## config.mk

```make
export PLATFORM = sky130hd
export DESIGN_NAME = cache_soc
export DESIGN_NICKNAME = d
export VERILOG_FILES = /design/src/cache_pkg.sv /design/src/core_req_port.sv /design/src/dcache_ctrl.sv /design/src/refill_engine.sv /design/src/write_buffer.sv /design/src/cache_soc.sv
export SDC_FILE = /design/constraint.sdc
export NUM_CORES = 2
export LEC_CHECK = 0
export BUFFER_PORTS_ARGS = -buffer_cell sky130_fd_sc_hd__buf_2
export CORE_UTILIZATION = 57
export DETAILED_ROUTE_END_ITERATION = 8
export GPL_ROUTABILITY_DRIVEN = 0
export PLACE_DENSITY = 0.79
export SYNTH_ARGS = -nofsm -noshare
export SYNTH_HDL_FRONTEND = slang
export SYNTH_SLANG_ARGS = --single-unit
export TNS_END_PERCENT = 1
```

## constraint.sdc

```tcl
create_clock -name i_clk -period 4.2 [get_ports i_clk]
set_clock_uncertainty 0.1 [all_clocks]
set_input_delay 0.21 -clock i_clk [delete_from_list [all_inputs] [get_ports i_clk]]
set_output_delay 0.21 -clock i_clk [all_outputs]
set_load 0.05 [all_outputs]
```

## src/cache_pkg.sv

```systemverilog
package cache_pkg;

    localparam int ADDR_W     = 32;
    localparam int DATA_W     = 32;
    localparam int LINE_WORDS = 4;
    localparam int NUM_LINES  = 16;
    localparam int OFFSET_W   = 4;                          // byte offset in a line
    localparam int INDEX_W    = 4;
    localparam int TAG_W      = ADDR_W - OFFSET_W - INDEX_W;
    localparam int WB_DEPTH   = 4;
    localparam int WOFF_W     = OFFSET_W - 2;               // word offset in a line
    localparam int STRB_W     = DATA_W / 8;
    localparam int LEN_W      = 4;                          // arlen width
    localparam int WB_PTR_W   = $clog2(WB_DEPTH);

    // size codes from the core
    localparam logic [1:0] SIZE_BYTE = 2'd0;
    localparam logic [1:0] SIZE_HALF = 2'd1;
    localparam logic [1:0] SIZE_WORD = 2'd2;

    typedef enum logic [1:0] {
        OP_READ,
        OP_WRITE,
        OP_INVAL
    } mem_op_e;

    typedef enum logic [2:0] {
        IDLE,
        LOOKUP,
        DRAIN_WB,
        REFILL,
        RESPOND
    } cache_state_e;

    typedef struct packed {
        mem_op_e           op;
        logic              cached;
        logic [ADDR_W-1:0] addr;
        logic [1:0]        size;
        logic [DATA_W-1:0] wdata;
    } core_req_t;

    typedef struct packed {
        mem_op_e            op;
        logic               cached;
        logic [TAG_W-1:0]   tag;
        logic [INDEX_W-1:0] index;
        logic [WOFF_W-1:0]  woff;
        logic [STRB_W-1:0]  strb;
        logic [DATA_W-1:0]  wdata;      // already in its byte lanes
    } cache_req_t;

    typedef struct packed {
        logic [DATA_W-1:0] rdata;
    } core_resp_t;

    typedef struct packed {
        logic [ADDR_W-1:0] addr;        // word aligned
        logic [LEN_W-1:0]  len;         // beats minus one
    } rd_req_t;

    typedef struct packed {
        logic [ADDR_W-3:0] waddr;       // word address
        logic [DATA_W-1:0] data;
        logic [STRB_W-1:0] strb;
    } wb_entry_t;

    typedef struct packed {
        logic [ADDR_W-1:0] araddr;
        logic [LEN_W-1:0]  arlen;
        logic              arvalid;
        logic              rready;
    } axi_rd_req_t;

    typedef struct packed {
        logic              arready;
        logic [DATA_W-1:0] rdata;
        logic              rlast;
        logic              rvalid;
    } axi_rd_resp_t;

    typedef struct packed {
        logic [ADDR_W-1:0] awaddr;
        logic              awvalid;
        logic [DATA_W-1:0] wdata;
        logic [STRB_W-1:0] wstrb;
        logic              wlast;
        logic              wvalid;
        logic              bready;
    } axi_wr_req_t;

    typedef struct packed {
        logic awready;
        logic wready;
        logic bvalid;
    } axi_wr_resp_t;

endpackage

```

## src/core_req_port.sv

```systemverilog
`timescale 1ns/1ps
module core_req_port (
    input  logic                  i_clk,
    input  logic                  i_rst,
    input  cache_pkg::core_req_t  i_req,
    input  logic                  i_req_valid,
    output logic                  o_req_ready,
    output cache_pkg::cache_req_t o_creq,
    output logic                  o_creq_valid,
    input  logic                  i_creq_done
);
    import cache_pkg::*;

    logic [STRB_W-1:0] w_strb;
    logic [DATA_W-1:0] w_wdata;
    logic              w_accept;

    assign w_accept = i_req_valid && o_req_ready;

    // strobes and lane replication from size and low address bits
    always_comb begin
        case (i_req.size)
            SIZE_BYTE: begin
                w_strb  = STRB_W'(1) << i_req.addr[1:0];
                w_wdata = {STRB_W{i_req.wdata[7:0]}};
            end
            SIZE_HALF: begin
                w_strb  = STRB_W'(3) << {i_req.addr[1], 1'b0};
                w_wdata = {(STRB_W/2){i_req.wdata[15:0]}};
            end
            SIZE_WORD: begin
                w_strb  = '1;
                w_wdata = i_req.wdata;
            end
            default: begin
                w_strb  = '0;             // reserved size writes nothing
                w_wdata = i_req.wdata;
            end
        endcase
    end

    always_ff @(posedge i_clk) begin
        if (i_rst) begin
            o_creq_valid <= 1'b0;
            o_req_ready  <= 1'b0;
        end else if (w_accept) begin
            o_creq_valid <= 1'b1;
            o_req_ready  <= 1'b0;         // one request in flight
        end else if (i_creq_done) begin
            o_creq_valid <= 1'b0;
            o_req_ready  <= 1'b1;
        end else begin
            o_req_ready <= !o_creq_valid;
        end
    end

    always_ff @(posedge i_clk) begin
        if (w_accept) begin
            o_creq.op     <= i_req.op;
            o_creq.cached <= i_req.cached;
            o_creq.tag    <= i_req.addr[ADDR_W-1 -: TAG_W];
            o_creq.index  <= i_req.addr[OFFSET_W +: INDEX_W];
            o_creq.woff   <= i_req.addr[2 +: WOFF_W];
            o_creq.strb   <= w_strb;
            o_creq.wdata  <= w_wdata;
        end
    end

endmodule

```

## src/dcache_ctrl.sv

```systemverilog
`timescale 1ns/1ps
module dcache_ctrl (
    input  logic                             i_clk,
    input  logic                             i_rst,
    input  cache_pkg::cache_req_t            i_creq,
    input  logic                             i_creq_valid,
    output logic                             o_creq_done,
    output cache_pkg::core_resp_t            o_resp,
    output logic                             o_resp_valid,
    output cache_pkg::rd_req_t               o_rd_req,
    output logic                             o_rd_req_valid,
    input  logic                             i_rd_req_ready,
    input  logic [cache_pkg::DATA_W-1:0]     i_fill_data,
    input  logic [cache_pkg::WOFF_W-1:0]     i_fill_beat,
    input  logic                             i_fill_valid,
    input  logic                             i_fill_done,
    output cache_pkg::wb_entry_t             o_wb_entry,
    output logic                             o_wb_valid,
    input  logic                             i_wb_ready,
    input  logic                             i_wb_empty,
    output logic                             o_busy
);
    import cache_pkg::*;

    cache_state_e r_state;
    cache_state_e w_next;

    logic [TAG_W-1:0]     r_tag  [NUM_LINES];
    logic [NUM_LINES-1:0] r_valid;
    logic [DATA_W-1:0]    r_data [NUM_LINES*LINE_WORDS];
    logic [DATA_W-1:0]    r_rdata;        // word picked off the refill
    logic                 r_wb_stall;     // store found the buffer full

    logic                      w_hit;
    logic                      w_push;
    logic [INDEX_W+WOFF_W-1:0] w_word_idx;
    logic [INDEX_W+WOFF_W-1:0] w_fill_idx;
    logic [WOFF_W-1:0]         w_want_beat;

    assign w_hit = i_creq.cached && r_valid[i_creq.index]
                   && (r_tag[i_creq.index] == i_creq.tag);
    assign w_word_idx  = {i_creq.index, i_creq.woff};
    assign w_fill_idx  = {i_creq.index, i_fill_beat};
    assign w_want_beat = i_creq.cached ? i_creq.woff : '0;   // uncached is one beat
    assign o_busy      = r_state != IDLE;

    // write-through push, hit or miss
    assign o_wb_valid       = (r_state == LOOKUP) && (i_creq.op == OP_WRITE);
    assign w_push           = o_wb_valid && i_wb_ready;
    assign o_wb_entry.waddr = {i_creq.tag, i_creq.index, i_creq.woff};
    assign o_wb_entry.data  = i_creq.wdata;
    assign o_wb_entry.strb  = i_creq.strb;

    // line burst when cached, single word otherwise
    assign o_rd_req_valid = (r_state == DRAIN_WB) && i_wb_empty;
    assign o_rd_req.addr  = {i_creq.tag, i_creq.index,
                             i_creq.cached ? WOFF_W'(0) : i_creq.woff, 2'b00};
    assign o_rd_req.len   = i_creq.cached ? LEN_W'(LINE_WORDS - 1) : '0;

    assign o_resp.rdata = (i_creq.op != OP_READ) ? '0 :
                          (r_state == RESPOND) ? r_rdata : r_data[w_word_idx];
    assign o_creq_done  = o_resp_valid;

    always_comb begin
        w_next       = r_state;
        o_resp_valid = 1'b0;
        case (r_state)
            IDLE: begin
                if (i_creq_valid) begin
                    w_next = LOOKUP;
                end
            end
            LOOKUP: begin
                case (i_creq.op)
                    OP_READ: begin
                        if (w_hit) begin
                            o_resp_valid = 1'b1;
                            w_next       = IDLE;
                        end else begin
                            w_next = DRAIN_WB;   // keep reads behind posted stores
                        end
                    end
                    OP_WRITE: begin
                        if (w_push && r_wb_stall) begin
                            w_next = RESPOND;
                        end else if (w_push) begin
                            o_resp_valid = 1'b1;
                            w_next       = IDLE;
                        end
                    end
                    default: begin
                        o_resp_valid = 1'b1;
                        w_next       = IDLE;
                    end
                endcase
            end
            DRAIN_WB: begin
                if (o_rd_req_valid && i_rd_req_ready) begin
                    w_next = REFILL;
                end
            end
            REFILL: begin
                if (i_fill_done) begin
                    w_next = RESPOND;
                end
            end
            RESPOND: begin
                o_resp_valid = 1'b1;
                w_next       = IDLE;
            end
            default: w_next = IDLE;
        endcase
    end

    always_ff @(posedge i_clk) begin
        if (i_rst) begin
            r_state    <= IDLE;
            r_valid    <= '0;
            r_wb_stall <= 1'b0;
        end else begin
            r_state    <= w_next;
            r_wb_stall <= o_wb_valid && !i_wb_ready;
            if (r_state == LOOKUP && i_creq.op == OP_INVAL) begin
                r_valid[i_creq.index] <= 1'b0;
            end
            if (i_fill_done && i_creq.cached) begin
                r_valid[i_creq.index] <= 1'b1;   // allocate on read miss only
            end
        end
    end

    always_ff @(posedge i_clk) begin
        if (w_push && w_hit) begin
            for (int b = 0; b < STRB_W; b++) begin
                if (i_creq.strb[b]) begin
                    r_data[w_word_idx][8*b +: 8] <= i_creq.wdata[8*b +: 8];
                end
            end
        end
        if (i_fill_valid) begin
            if (i_creq.cached) begin
                r_data[w_fill_idx] <= i_fill_data;
            end
            if (i_fill_beat == w_want_beat) begin
                r_rdata <= i_fill_data;
            end
        end
        if (i_fill_done && i_creq.cached) begin
            r_tag[i_creq.index] <= i_creq.tag;
        end
    end

endmodule

```

## src/refill_engine.sv

```systemverilog
`timescale 1ns/1ps
module refill_engine (
    input  logic                         i_clk,
    input  logic                         i_rst,
    input  cache_pkg::rd_req_t           i_rd_req,
    input  logic                         i_rd_req_valid,
    output logic                         o_rd_req_ready,
    output logic [cache_pkg::DATA_W-1:0] o_fill_data,
    output logic [cache_pkg::WOFF_W-1:0] o_fill_beat,
    output logic                         o_fill_valid,
    output logic                         o_fill_done,
    output cache_pkg::axi_rd_req_t       o_axi_rd,
    input  cache_pkg::axi_rd_resp_t      i_axi_rd
);
    import cache_pkg::*;

    logic              r_arvalid;
    logic              r_rwait;       // AR accepted, R beats pending
    logic [ADDR_W-1:0] r_araddr;
    logic [LEN_W-1:0]  r_arlen;
    logic [WOFF_W-1:0] r_beat;
    logic              w_accept;

    assign o_rd_req_ready = !r_arvalid && !r_rwait;
    assign w_accept       = i_rd_req_valid && o_rd_req_ready;

    assign o_axi_rd.araddr  = r_araddr;
    assign o_axi_rd.arlen   = r_arlen;
    assign o_axi_rd.arvalid = r_arvalid;
    assign o_axi_rd.rready  = r_rwait;

    // beats go straight through to the controller
    assign o_fill_valid = r_rwait && i_axi_rd.rvalid;
    assign o_fill_data  = i_axi_rd.rdata;
    assign o_fill_beat  = r_beat;
    assign o_fill_done  = o_fill_valid && i_axi_rd.rlast;

    always_ff @(posedge i_clk) begin
        if (i_rst) begin
            r_arvalid <= 1'b0;
            r_rwait   <= 1'b0;
        end else begin
            if (w_accept) begin
                r_arvalid <= 1'b1;
            end
            if (r_arvalid && i_axi_rd.arready) begin
                r_arvalid <= 1'b0;
                r_rwait   <= 1'b1;
            end
            if (o_fill_done) begin
                r_rwait <= 1'b0;
            end
        end
    end

    always_ff @(posedge i_clk) begin
        if (w_accept) begin
            r_araddr <= i_rd_req.addr;
            r_arlen  <= i_rd_req.len;
            r_beat   <= '0;
        end else if (o_fill_valid) begin
            r_beat <= r_beat + 1'b1;
        end
    end

endmodule

```

## src/write_buffer.sv

```systemverilog
`timescale 1ns/1ps
module write_buffer (
    input  logic                    i_clk,
    input  logic                    i_rst,
    input  cache_pkg::wb_entry_t    i_entry,
    input  logic                    i_entry_valid,
    output logic                    o_entry_ready,
    output logic                    o_empty,
    output cache_pkg::axi_wr_req_t  o_axi_wr,
    input  cache_pkg::axi_wr_resp_t i_axi_wr
);
    import cache_pkg::*;

    wb_entry_t           r_mem [WB_DEPTH];
    logic [WB_PTR_W-1:0] r_wr_ptr;
    logic [WB_PTR_W-1:0] r_rd_ptr;
    logic [WB_PTR_W:0]   r_count;
    logic                r_aw_done;     // head address accepted
    logic                r_w_done;      // head data accepted
    logic                w_push;
    logic                w_pop;
    wb_entry_t           w_head;

    assign w_head        = r_mem[r_rd_ptr];
    assign o_empty       = r_count == '0;
    assign o_entry_ready = r_count != (WB_PTR_W+1)'(WB_DEPTH);
    assign w_push        = i_entry_valid && o_entry_ready;
    assign w_pop         = o_axi_wr.bready && i_axi_wr.bvalid;

    // head entry as one single-beat write
    assign o_axi_wr.awaddr  = {w_head.waddr, 2'b00};
    assign o_axi_wr.awvalid = !o_empty && !r_aw_done;
    assign o_axi_wr.wdata   = w_head.data;
    assign o_axi_wr.wstrb   = w_head.strb;
    assign o_axi_wr.wlast   = 1'b1;
    assign o_axi_wr.wvalid  = !o_empty && !r_w_done;
    assign o_axi_wr.bready  = r_aw_done && r_w_done;

    always_ff @(posedge i_clk) begin
        if (i_rst) begin
            r_wr_ptr  <= '0;
            r_rd_ptr  <= '0;
            r_count   <= '0;
            r_aw_done <= 1'b0;
            r_w_done  <= 1'b0;
        end else begin
            if (w_push) begin
                r_wr_ptr <= r_wr_ptr + 1'b1;
            end
            if (w_pop) begin
                r_rd_ptr  <= r_rd_ptr + 1'b1;
                r_aw_done <= 1'b0;
                r_w_done  <= 1'b0;
            end else begin
                if (o_axi_wr.awvalid && i_axi_wr.awready) begin
                    r_aw_done <= 1'b1;
                end
                if (o_axi_wr.wvalid && i_axi_wr.wready) begin
                    r_w_done <= 1'b1;
                end
            end
            case ({w_push, w_pop})
                2'b10:   r_count <= r_count + 1'b1;
                2'b01:   r_count <= r_count - 1'b1;
                default: r_count <= r_count;
            endcase
        end
    end

    always_ff @(posedge i_clk) begin
        if (w_push) begin
            r_mem[r_wr_ptr] <= i_entry;
        end
    end

endmodule

```

## src/cache_soc.sv

```systemverilog
`timescale 1ns/1ps
module cache_soc (
    input  logic                    i_clk,
    input  logic                    i_rst,
    input  cache_pkg::core_req_t    i_req,
    input  logic                    i_req_valid,
    output logic                    o_req_ready,
    output cache_pkg::core_resp_t   o_resp,
    output logic                    o_resp_valid,
    output logic                    o_idle,
    output cache_pkg::axi_rd_req_t  o_axi_rd,
    input  cache_pkg::axi_rd_resp_t i_axi_rd,
    output cache_pkg::axi_wr_req_t  o_axi_wr,
    input  cache_pkg::axi_wr_resp_t i_axi_wr
);
    import cache_pkg::*;

    cache_req_t        w_creq;
    logic              w_creq_valid;
    logic              w_creq_done;
    rd_req_t           w_rd_req;
    logic              w_rd_req_valid;
    logic              w_rd_req_ready;
    logic [DATA_W-1:0] w_fill_data;
    logic [WOFF_W-1:0] w_fill_beat;
    logic              w_fill_valid;
    logic              w_fill_done;
    wb_entry_t         w_wb_entry;
    logic              w_wb_valid;
    logic              w_wb_ready;
    logic              w_wb_empty;
    logic              w_busy;

    // refill engine is idle when it can take a command
    assign o_idle = !w_busy && w_rd_req_ready && w_wb_empty;

    core_req_port u_port (
        .i_clk        (i_clk),
        .i_rst        (i_rst),
        .i_req        (i_req),
        .i_req_valid  (i_req_valid),
        .o_req_ready  (o_req_ready),
        .o_creq       (w_creq),
        .o_creq_valid (w_creq_valid),
        .i_creq_done  (w_creq_done)
    );

    dcache_ctrl u_dcache (
        .i_clk          (i_clk),
        .i_rst          (i_rst),
        .i_creq         (w_creq),
        .i_creq_valid   (w_creq_valid),
        .o_creq_done    (w_creq_done),
        .o_resp         (o_resp),
        .o_resp_valid   (o_resp_valid),
        .o_rd_req       (w_rd_req),
        .o_rd_req_valid (w_rd_req_valid),
        .i_rd_req_ready (w_rd_req_ready),
        .i_fill_data    (w_fill_data),
        .i_fill_beat    (w_fill_beat),
        .i_fill_valid   (w_fill_valid),
        .i_fill_done    (w_fill_done),
        .o_wb_entry     (w_wb_entry),
        .o_wb_valid     (w_wb_valid),
        .i_wb_ready     (w_wb_ready),
        .i_wb_empty     (w_wb_empty),
        .o_busy         (w_busy)
    );

    refill_engine u_refill (
        .i_clk          (i_clk),
        .i_rst          (i_rst),
        .i_rd_req       (w_rd_req),
        .i_rd_req_valid (w_rd_req_valid),
        .o_rd_req_ready (w_rd_req_ready),
        .o_fill_data    (w_fill_data),
        .o_fill_beat    (w_fill_beat),
        .o_fill_valid   (w_fill_valid),
        .o_fill_done    (w_fill_done),
        .o_axi_rd       (o_axi_rd),
        .i_axi_rd       (i_axi_rd)
    );

    write_buffer u_wbuf (
        .i_clk         (i_clk),
        .i_rst         (i_rst),
        .i_entry       (w_wb_entry),
        .i_entry_valid (w_wb_valid),
        .o_entry_ready (w_wb_ready),
        .o_empty       (w_wb_empty),
        .o_axi_wr      (o_axi_wr),
        .i_axi_wr      (i_axi_wr)
    );

endmodule

```

After elaboration in Yosys (flattened, before gate mapping)
Memories as Yosys holds them, arrays and structs flattened. A register that Yosys moved wholly into a read port is not among the register bits.
Cells that the tools add are included.
{"block": "word_totals", "elab_cells": 155, "memories": 3, "reg_bits": 170, "output_inout_bits": 145, "ramBits": 2696}
{"block": "op_classes", "eq_ne": 17, "bitwise": 3, "shift": 2, "n_lt_le_gt_ge": 2, "reduce_logical": 47, "muxes": 52, "n_addsub": 5}
{"name": "u_dcache.r_data", "words": 64, "word_bits": 32, "read_ports": 1, "rd_clocked_by_memory_dff": 1, "write_ports": 2, "line_no": "dcache_ctrl.sv:30", "text": "logic [DATA_W-1:0] r_data [NUM_LINES*LINE_WORDS];"}
{"name": "u_dcache.r_tag", "words": 16, "word_bits": 24, "read_ports": 1, "rd_clocked_by_memory_dff": 1, "write_ports": 1, "line_no": "dcache_ctrl.sv:28", "text": "logic [TAG_W-1:0] r_tag [NUM_LINES];"}
{"name": "u_wbuf.r_mem", "words": 4, "word_bits": 66, "read_ports": 1, "rd_clocked_by_memory_dff": 1, "write_ports": 1, "line_no": "write_buffer.sv:14", "text": "wb_entry_t r_mem [WB_DEPTH];"}
{"op": "2-to-1 mux 32 bit", "n": 2}
{"op": "case mux 32 bit (2 select lines)", "n": 1}
{"op": "2-to-1 mux 16 bit", "n": 3}
{"op": "2-to-1 mux 1 bit", "n": 26}
{"op": "logical AND 1 bit", "n": 25}
{"op": "equality test 24 bit", "n": 1}
{"op": "AND 16 bit", "n": 1}
{"op": "inverter 16 bit", "n": 1}
{"op": "OR 16 bit", "n": 1}
{"op": "2-to-1 mux 3 bit", "n": 5}
{"op": "case mux 3 bit (2 select lines)", "n": 2}
{"op": "case mux 3 bit (4 select lines)", "n": 1}
{"op": "case mux 4 bit (3 select lines)", "n": 1}
{"op": "2-to-1 mux 2 bit", "n": 5}
{"op": "logical NOT 1 bit", "n": 8}
{"op": "OR reduction 2 bit", "n": 4}
{"op": "adder 2 x 1 -> 2 bit, second input constant", "n": 3}
{"op": "equality test 2 x 1 -> 1 bit, second input constant", "n": 3}
{"op": "equality test 2 bit, second input constant", "n": 3}
{"op": "equality test 3 x 2 -> 1 bit, second input constant", "n": 2}
{"op": "logical NOT 3 bit", "n": 2}
{"op": "2-to-1 mux 6 bit", "n": 1}
{"op": "nonzero test 2 bit", "n": 3}
{"op": "< comparator 4 x 5 -> 1 bit, second input constant", "n": 1}
{"op": "20 further kinds", "n": 23}

Longest topological paths before layout
{"block": "depth", "word_depth": 10, "depth_mapped": 15, "ltp_nobuf": 11}

Hierarchy
From an unflattened synthesis, not the netlist that was laid out.
{"block": "unflattened", "hier_cells": 8720, "area_unflattened_um2": 134662.9}
{"module": "dcache_ctrl", "seq_area_each_um2": 74391.3, "cells_each": 8085, "area_per_inst_um2": 120445.5, "instances": 1}
{"module": "write_buffer", "seq_area_each_um2": 8147.8, "cells_each": 412, "area_per_inst_um2": 10097.2, "instances": 1}
{"module": "core_req_port", "seq_area_each_um2": 2112.0, "cells_each": 132, "area_per_inst_um2": 2582.5, "instances": 1}
{"module": "refill_engine", "seq_area_each_um2": 1161.1, "cells_each": 90, "area_per_inst_um2": 1529.0, "instances": 1}
{"module": "cache_soc", "seq_area_each_um2": 0.0, "cells_each": 1, "area_per_inst_um2": 8.8, "instances": 1}

Worst setup path after synthesis
OpenSTA, ideal clock, no wires.
{"block": "synth_timing", "kind": "register -> output", "from": "reg (tool-made name)", "to": "out o_resp_valid", "setup_slack_ps": -108, "required_time_ps": 3890, "n_path_buf": 4, "path_stages_with_launch": 13, "t_arrival_ps": 3998, "cell_sequence": "dfxtp_1 -> buf_6 -> buf_6 -> buf_2 -> buf_1 -> mux4_2 -> mux4_2 -> xnor2_1 -> o2111ai_1 -> nand4b_1 -> nor4_1 -> nor3_1 -> o21ai_0"}
{"element": "end, declared", "line_no": "cache_soc.sv:9", "text": "output logic o_resp_valid,"}

==> run metrics <==
CP max FO=8; DRC Markers=60; register area=between 80000 and 90000 sq um; Syn-to-layout area delta=16.9%; total number of vias=83.3k; vias in the first global route=82.3k; Setup crit end kind=register; final setup fails=2081; worst-path cell chain=buf_8 -> buf_12 -> mux4_2 -> mux2i_2 -> xnor2_1 -> nor2_1 -> a32oi_2 -> buf_4 -> or4b_4 -> nor4_4 -> clkbuf_16 -> buf_12 -> a31oi_4 -> nor2_1 -> buf_4; IO Count=255; synthesized area per cell=between 15 and 20 sq um; Final Critical Period=4.81 ns; final hold violations=0; RSZ-0062 raised after global routing=yes; critical path class=register to register; crit start category=register; total negative setup slack=-905.92 ns; CP Data Arrival Time=about 5.4 ns; multi-input combinational cell area=48300 sq um; die width=492 microns; H-tree depth=5; clk sinks=2871; number of synthesized register bits=2871; Vias/cell=7.15; max-cap violations=0; Fillers=14.5k; die area=242000 sq um; Detailed Routing Iterations Pass 1=9; leakage power=52.2 nW; share of post-route cells with drive strength above 1=between 50 and 60%; initial DRC count=approximately 13k; Top delay family on crit path=simple AND/OR/NAND/NOR gates; first-pass GRT wire length=623 mm; Final nets=~8.4k; CP max stage delay=0.53 ns; Comb power frac=between 10% and 20%; share of flip-flops with an asynchronous set or reset=0%; die extent in y=roughly 490 microns; Final Total Pwr=0.0667 W; WP buf/inv=6; number of synthesized flops with an enable pin=2828; Cells after Synth=7625; Syn. warnings=0; Worst path slowest cell=or4b_4; clock latency on the worst-skew pair=between 1 and 1.5 ns; worst setup margin=-0.606 ns; Netlist cell types=62; CP required=roughly 4.8 ns; Psw=0.0159 W; Bufs on Longest Clock Path=4; GRT Total Usage=36.5%; Primary FF master, synth=edfxtp_1; post-synthesis sequential area ratio=62.8%; Netlist Area Pre-Place=137000 sq um; wirelength, routed=444 mm; DRT antenna net count=0; Worst slew margin=15.6%; maximum VDD drop=around 0.37 mV; Core Area=238000 sq um; WL/cell=about 38 microns; CTS root buf=clkbuf_16; Pint=just over 0.05 W; CTS clk-pin slew, worst paths=0.07 ns; f_max=0.208 GHz; Hold Crit Class=input pin to register; Net Sw Frac=23.9%; total CTS buffers=310; Min Hold Slack=~0.055 ns; antenna violations before repair=24; CTS tree=done; Worst Tran Pin Value=1.26 ns; Seq pwr share=47.7%; Clock Power Share=around two fifths; largest net degree at the start of global routing=97; total gr overflow=0; Slew Limit Fails=0; failing checks=design-rule violations, negative setup slack; Initial Util=57.4%; status=finished, violations left; period utilization=114%; PortBufs=247; post-detail-place hpwl=between 200 and 300 mm; Pwr per Cell Area=418 nW/um^2; num rows=roughly 180
-- cell usage after synthesis (19+ instances only) --
master    count  area, sq um
clkbuf_1    728         2730
a31oi_4      28          596
mux2i_1      66          661
dfxtp_1      43          861
o21ai_0      32          160
inv_1        37          139
mux2_2     2078        23400
a21oi_1      67          335
buf_1       155          582
mux4_2      824        18600
nor2_1      351         1320
edfxtp_1   2828        84900
xor2_1       20          175
nand2_1     139          522
xnor2_1      19          166
-- cells in the final DEF, fill, tap and decap left out, types with 25 or more instances in the layout --
master / count
clkinv_1: 52
buf_6: 97
a21oi_1: 56
edfxtp_1: 2828
clkbuf_1: 51
nand2_1: 112
o21ai_0: 31
dfxtp_1: 36
dlygate4sd3_1: 199
mux2_2: 2078
buf_16: 36
inv_1: 36
nor2_1: 224
nor2_2: 25
clkinv_2: 45
buf_4: 607
nor2_4: 102
a31oi_4: 28
mux2i_1: 64
bufinv_16: 34
clkbuf_16: 316
buf_12: 90
mux4_2: 824
buf_2: 197
-- cell families after synthesis --
| logic type | after synthesis | share of synthesized area [%] |
|---|---|---|
| compound gates | 184 | 1.14 |
| xor+xnor | 39 | 0.250 |
| fa+ha+maj | 6 | 0.0604 |
| buf+inv | 960 | 2.75 |
| flops | 2871 | 62.8 |
| mux | 2968 | 31.2 |
| other cells | 2 | 0.00549 |
| simple gates | 595 | 1.86 |
-- area by class of cell --
type	count	area share, %
clock buffers	367	5.06
well taps	3167	2.48
inverters	38	0.0901
clock inverters	170	1.14
diodes	10	0.0157
multi-input cells	3799	30.2
flip-flops and latches	2871	53.7
repair buffers	1233	7.28
-- final timing paths --
kind | start | end | slack (ns) | cells after the start
worst max register to register | register | u_dcache.r_data[21][9]$_DFFE_PP_ | -0.61 | 15
worst min-delay path | i_req[7] | u_port.o_creq[15]$_DFFE_PP_ | 0.06 | 3
worst min register to register | u_dcache.r_valid[6]$_SDFF_PP0_ | u_dcache.r_valid[6]$_SDFF_PP0_ | 0.38 | 2
worst max-delay path | register | u_dcache.r_data[21][9]$_DFFE_PP_ | -0.61 | 15
-- registers in the layout, summed over array words and instances, names as in the netlist, 3 cells and up, named ones only --
signal             flops
u_dcache.r_data     2048
u_dcache.r_rdata      32
u_port.o_creq         69
u_wbuf.r_count         3
u_dcache.r_valid      16
u_refill.r_araddr     30
u_wbuf.r_mem         264
u_dcache.r_tag       384
u_dcache.r_state       3
-- layer usage --
| metal | up-vias | wire length (microns) | global-route usage [%] | part of all wire (%) |
|---|---|---|---|---|
| met5 | - | 186 | 0 | 0.042 |
| met4 | 26 | 31400 | 22.5 | 7.1 |
| met1 | 42796 | 149000 | 46.9 | 33 |
| met2 | 7385 | 204000 | 55.2 | 46 |
| li1 | 31665 | - | - | - |
| met3 | 1440 | 60400 | 10.2 | 14 |
-- through the flow --
step           instance area (sq um)  setup slack (ns)  util [%]  instances
2_1_floorplan                 137000            0.0274         -       7630
3_3_place_gp                  145000            -0.165      61.0      10839
3_5_place_dp                  145000            -0.190      61.0      10839
4_1_cts                       159000            -0.514      66.8      11634
5_1_grt                       160000            -0.609      67.1      11647
6_report                      160000            -0.606      67.1      11655
-- power by group through the flow --
stage | sequential (W) | clock (W) | combinational, W
2_1_floorplan | 0.0324 | 0 | 0.00434
3_3_place_gp | 0.0324 | 0 | 0.00650
3_5_place_dp | 0.0324 | 0 | 0.00661
4_1_cts | 0.0318 | 0.0273 | 0.00727
5_1_grt | 0.0318 | 0.0285 | 0.00765
6_report | 0.0318 | 0.0274 | 0.00750
-- worst reg2reg max path: stages (launching register included) --
cell and delay (ns):
dfxtp_4 0.46, buf_8 0.18, buf_12 0.11, mux4_2 0.50
mux2i_2 0.20, xnor2_1 0.11, nor2_1 0.20, a32oi_2 0.21
buf_4 0.19, or4b_4 0.53, nor4_4 0.35, clkbuf_16 0.31
buf_12 0.20, a31oi_4 0.30, nor2_1 0.27, buf_4 0.21
-- timing repair --
item	4_1_cts	5_1_grt
setup endpoints to repair	2081	2081
hold buffers	199	0
pin swaps	32	29
gates resized for setup	179	170
setup buffers	36	9
cloned	24	1
hold endpoints to repair	271	0
(Power assumes the default switching activity.)
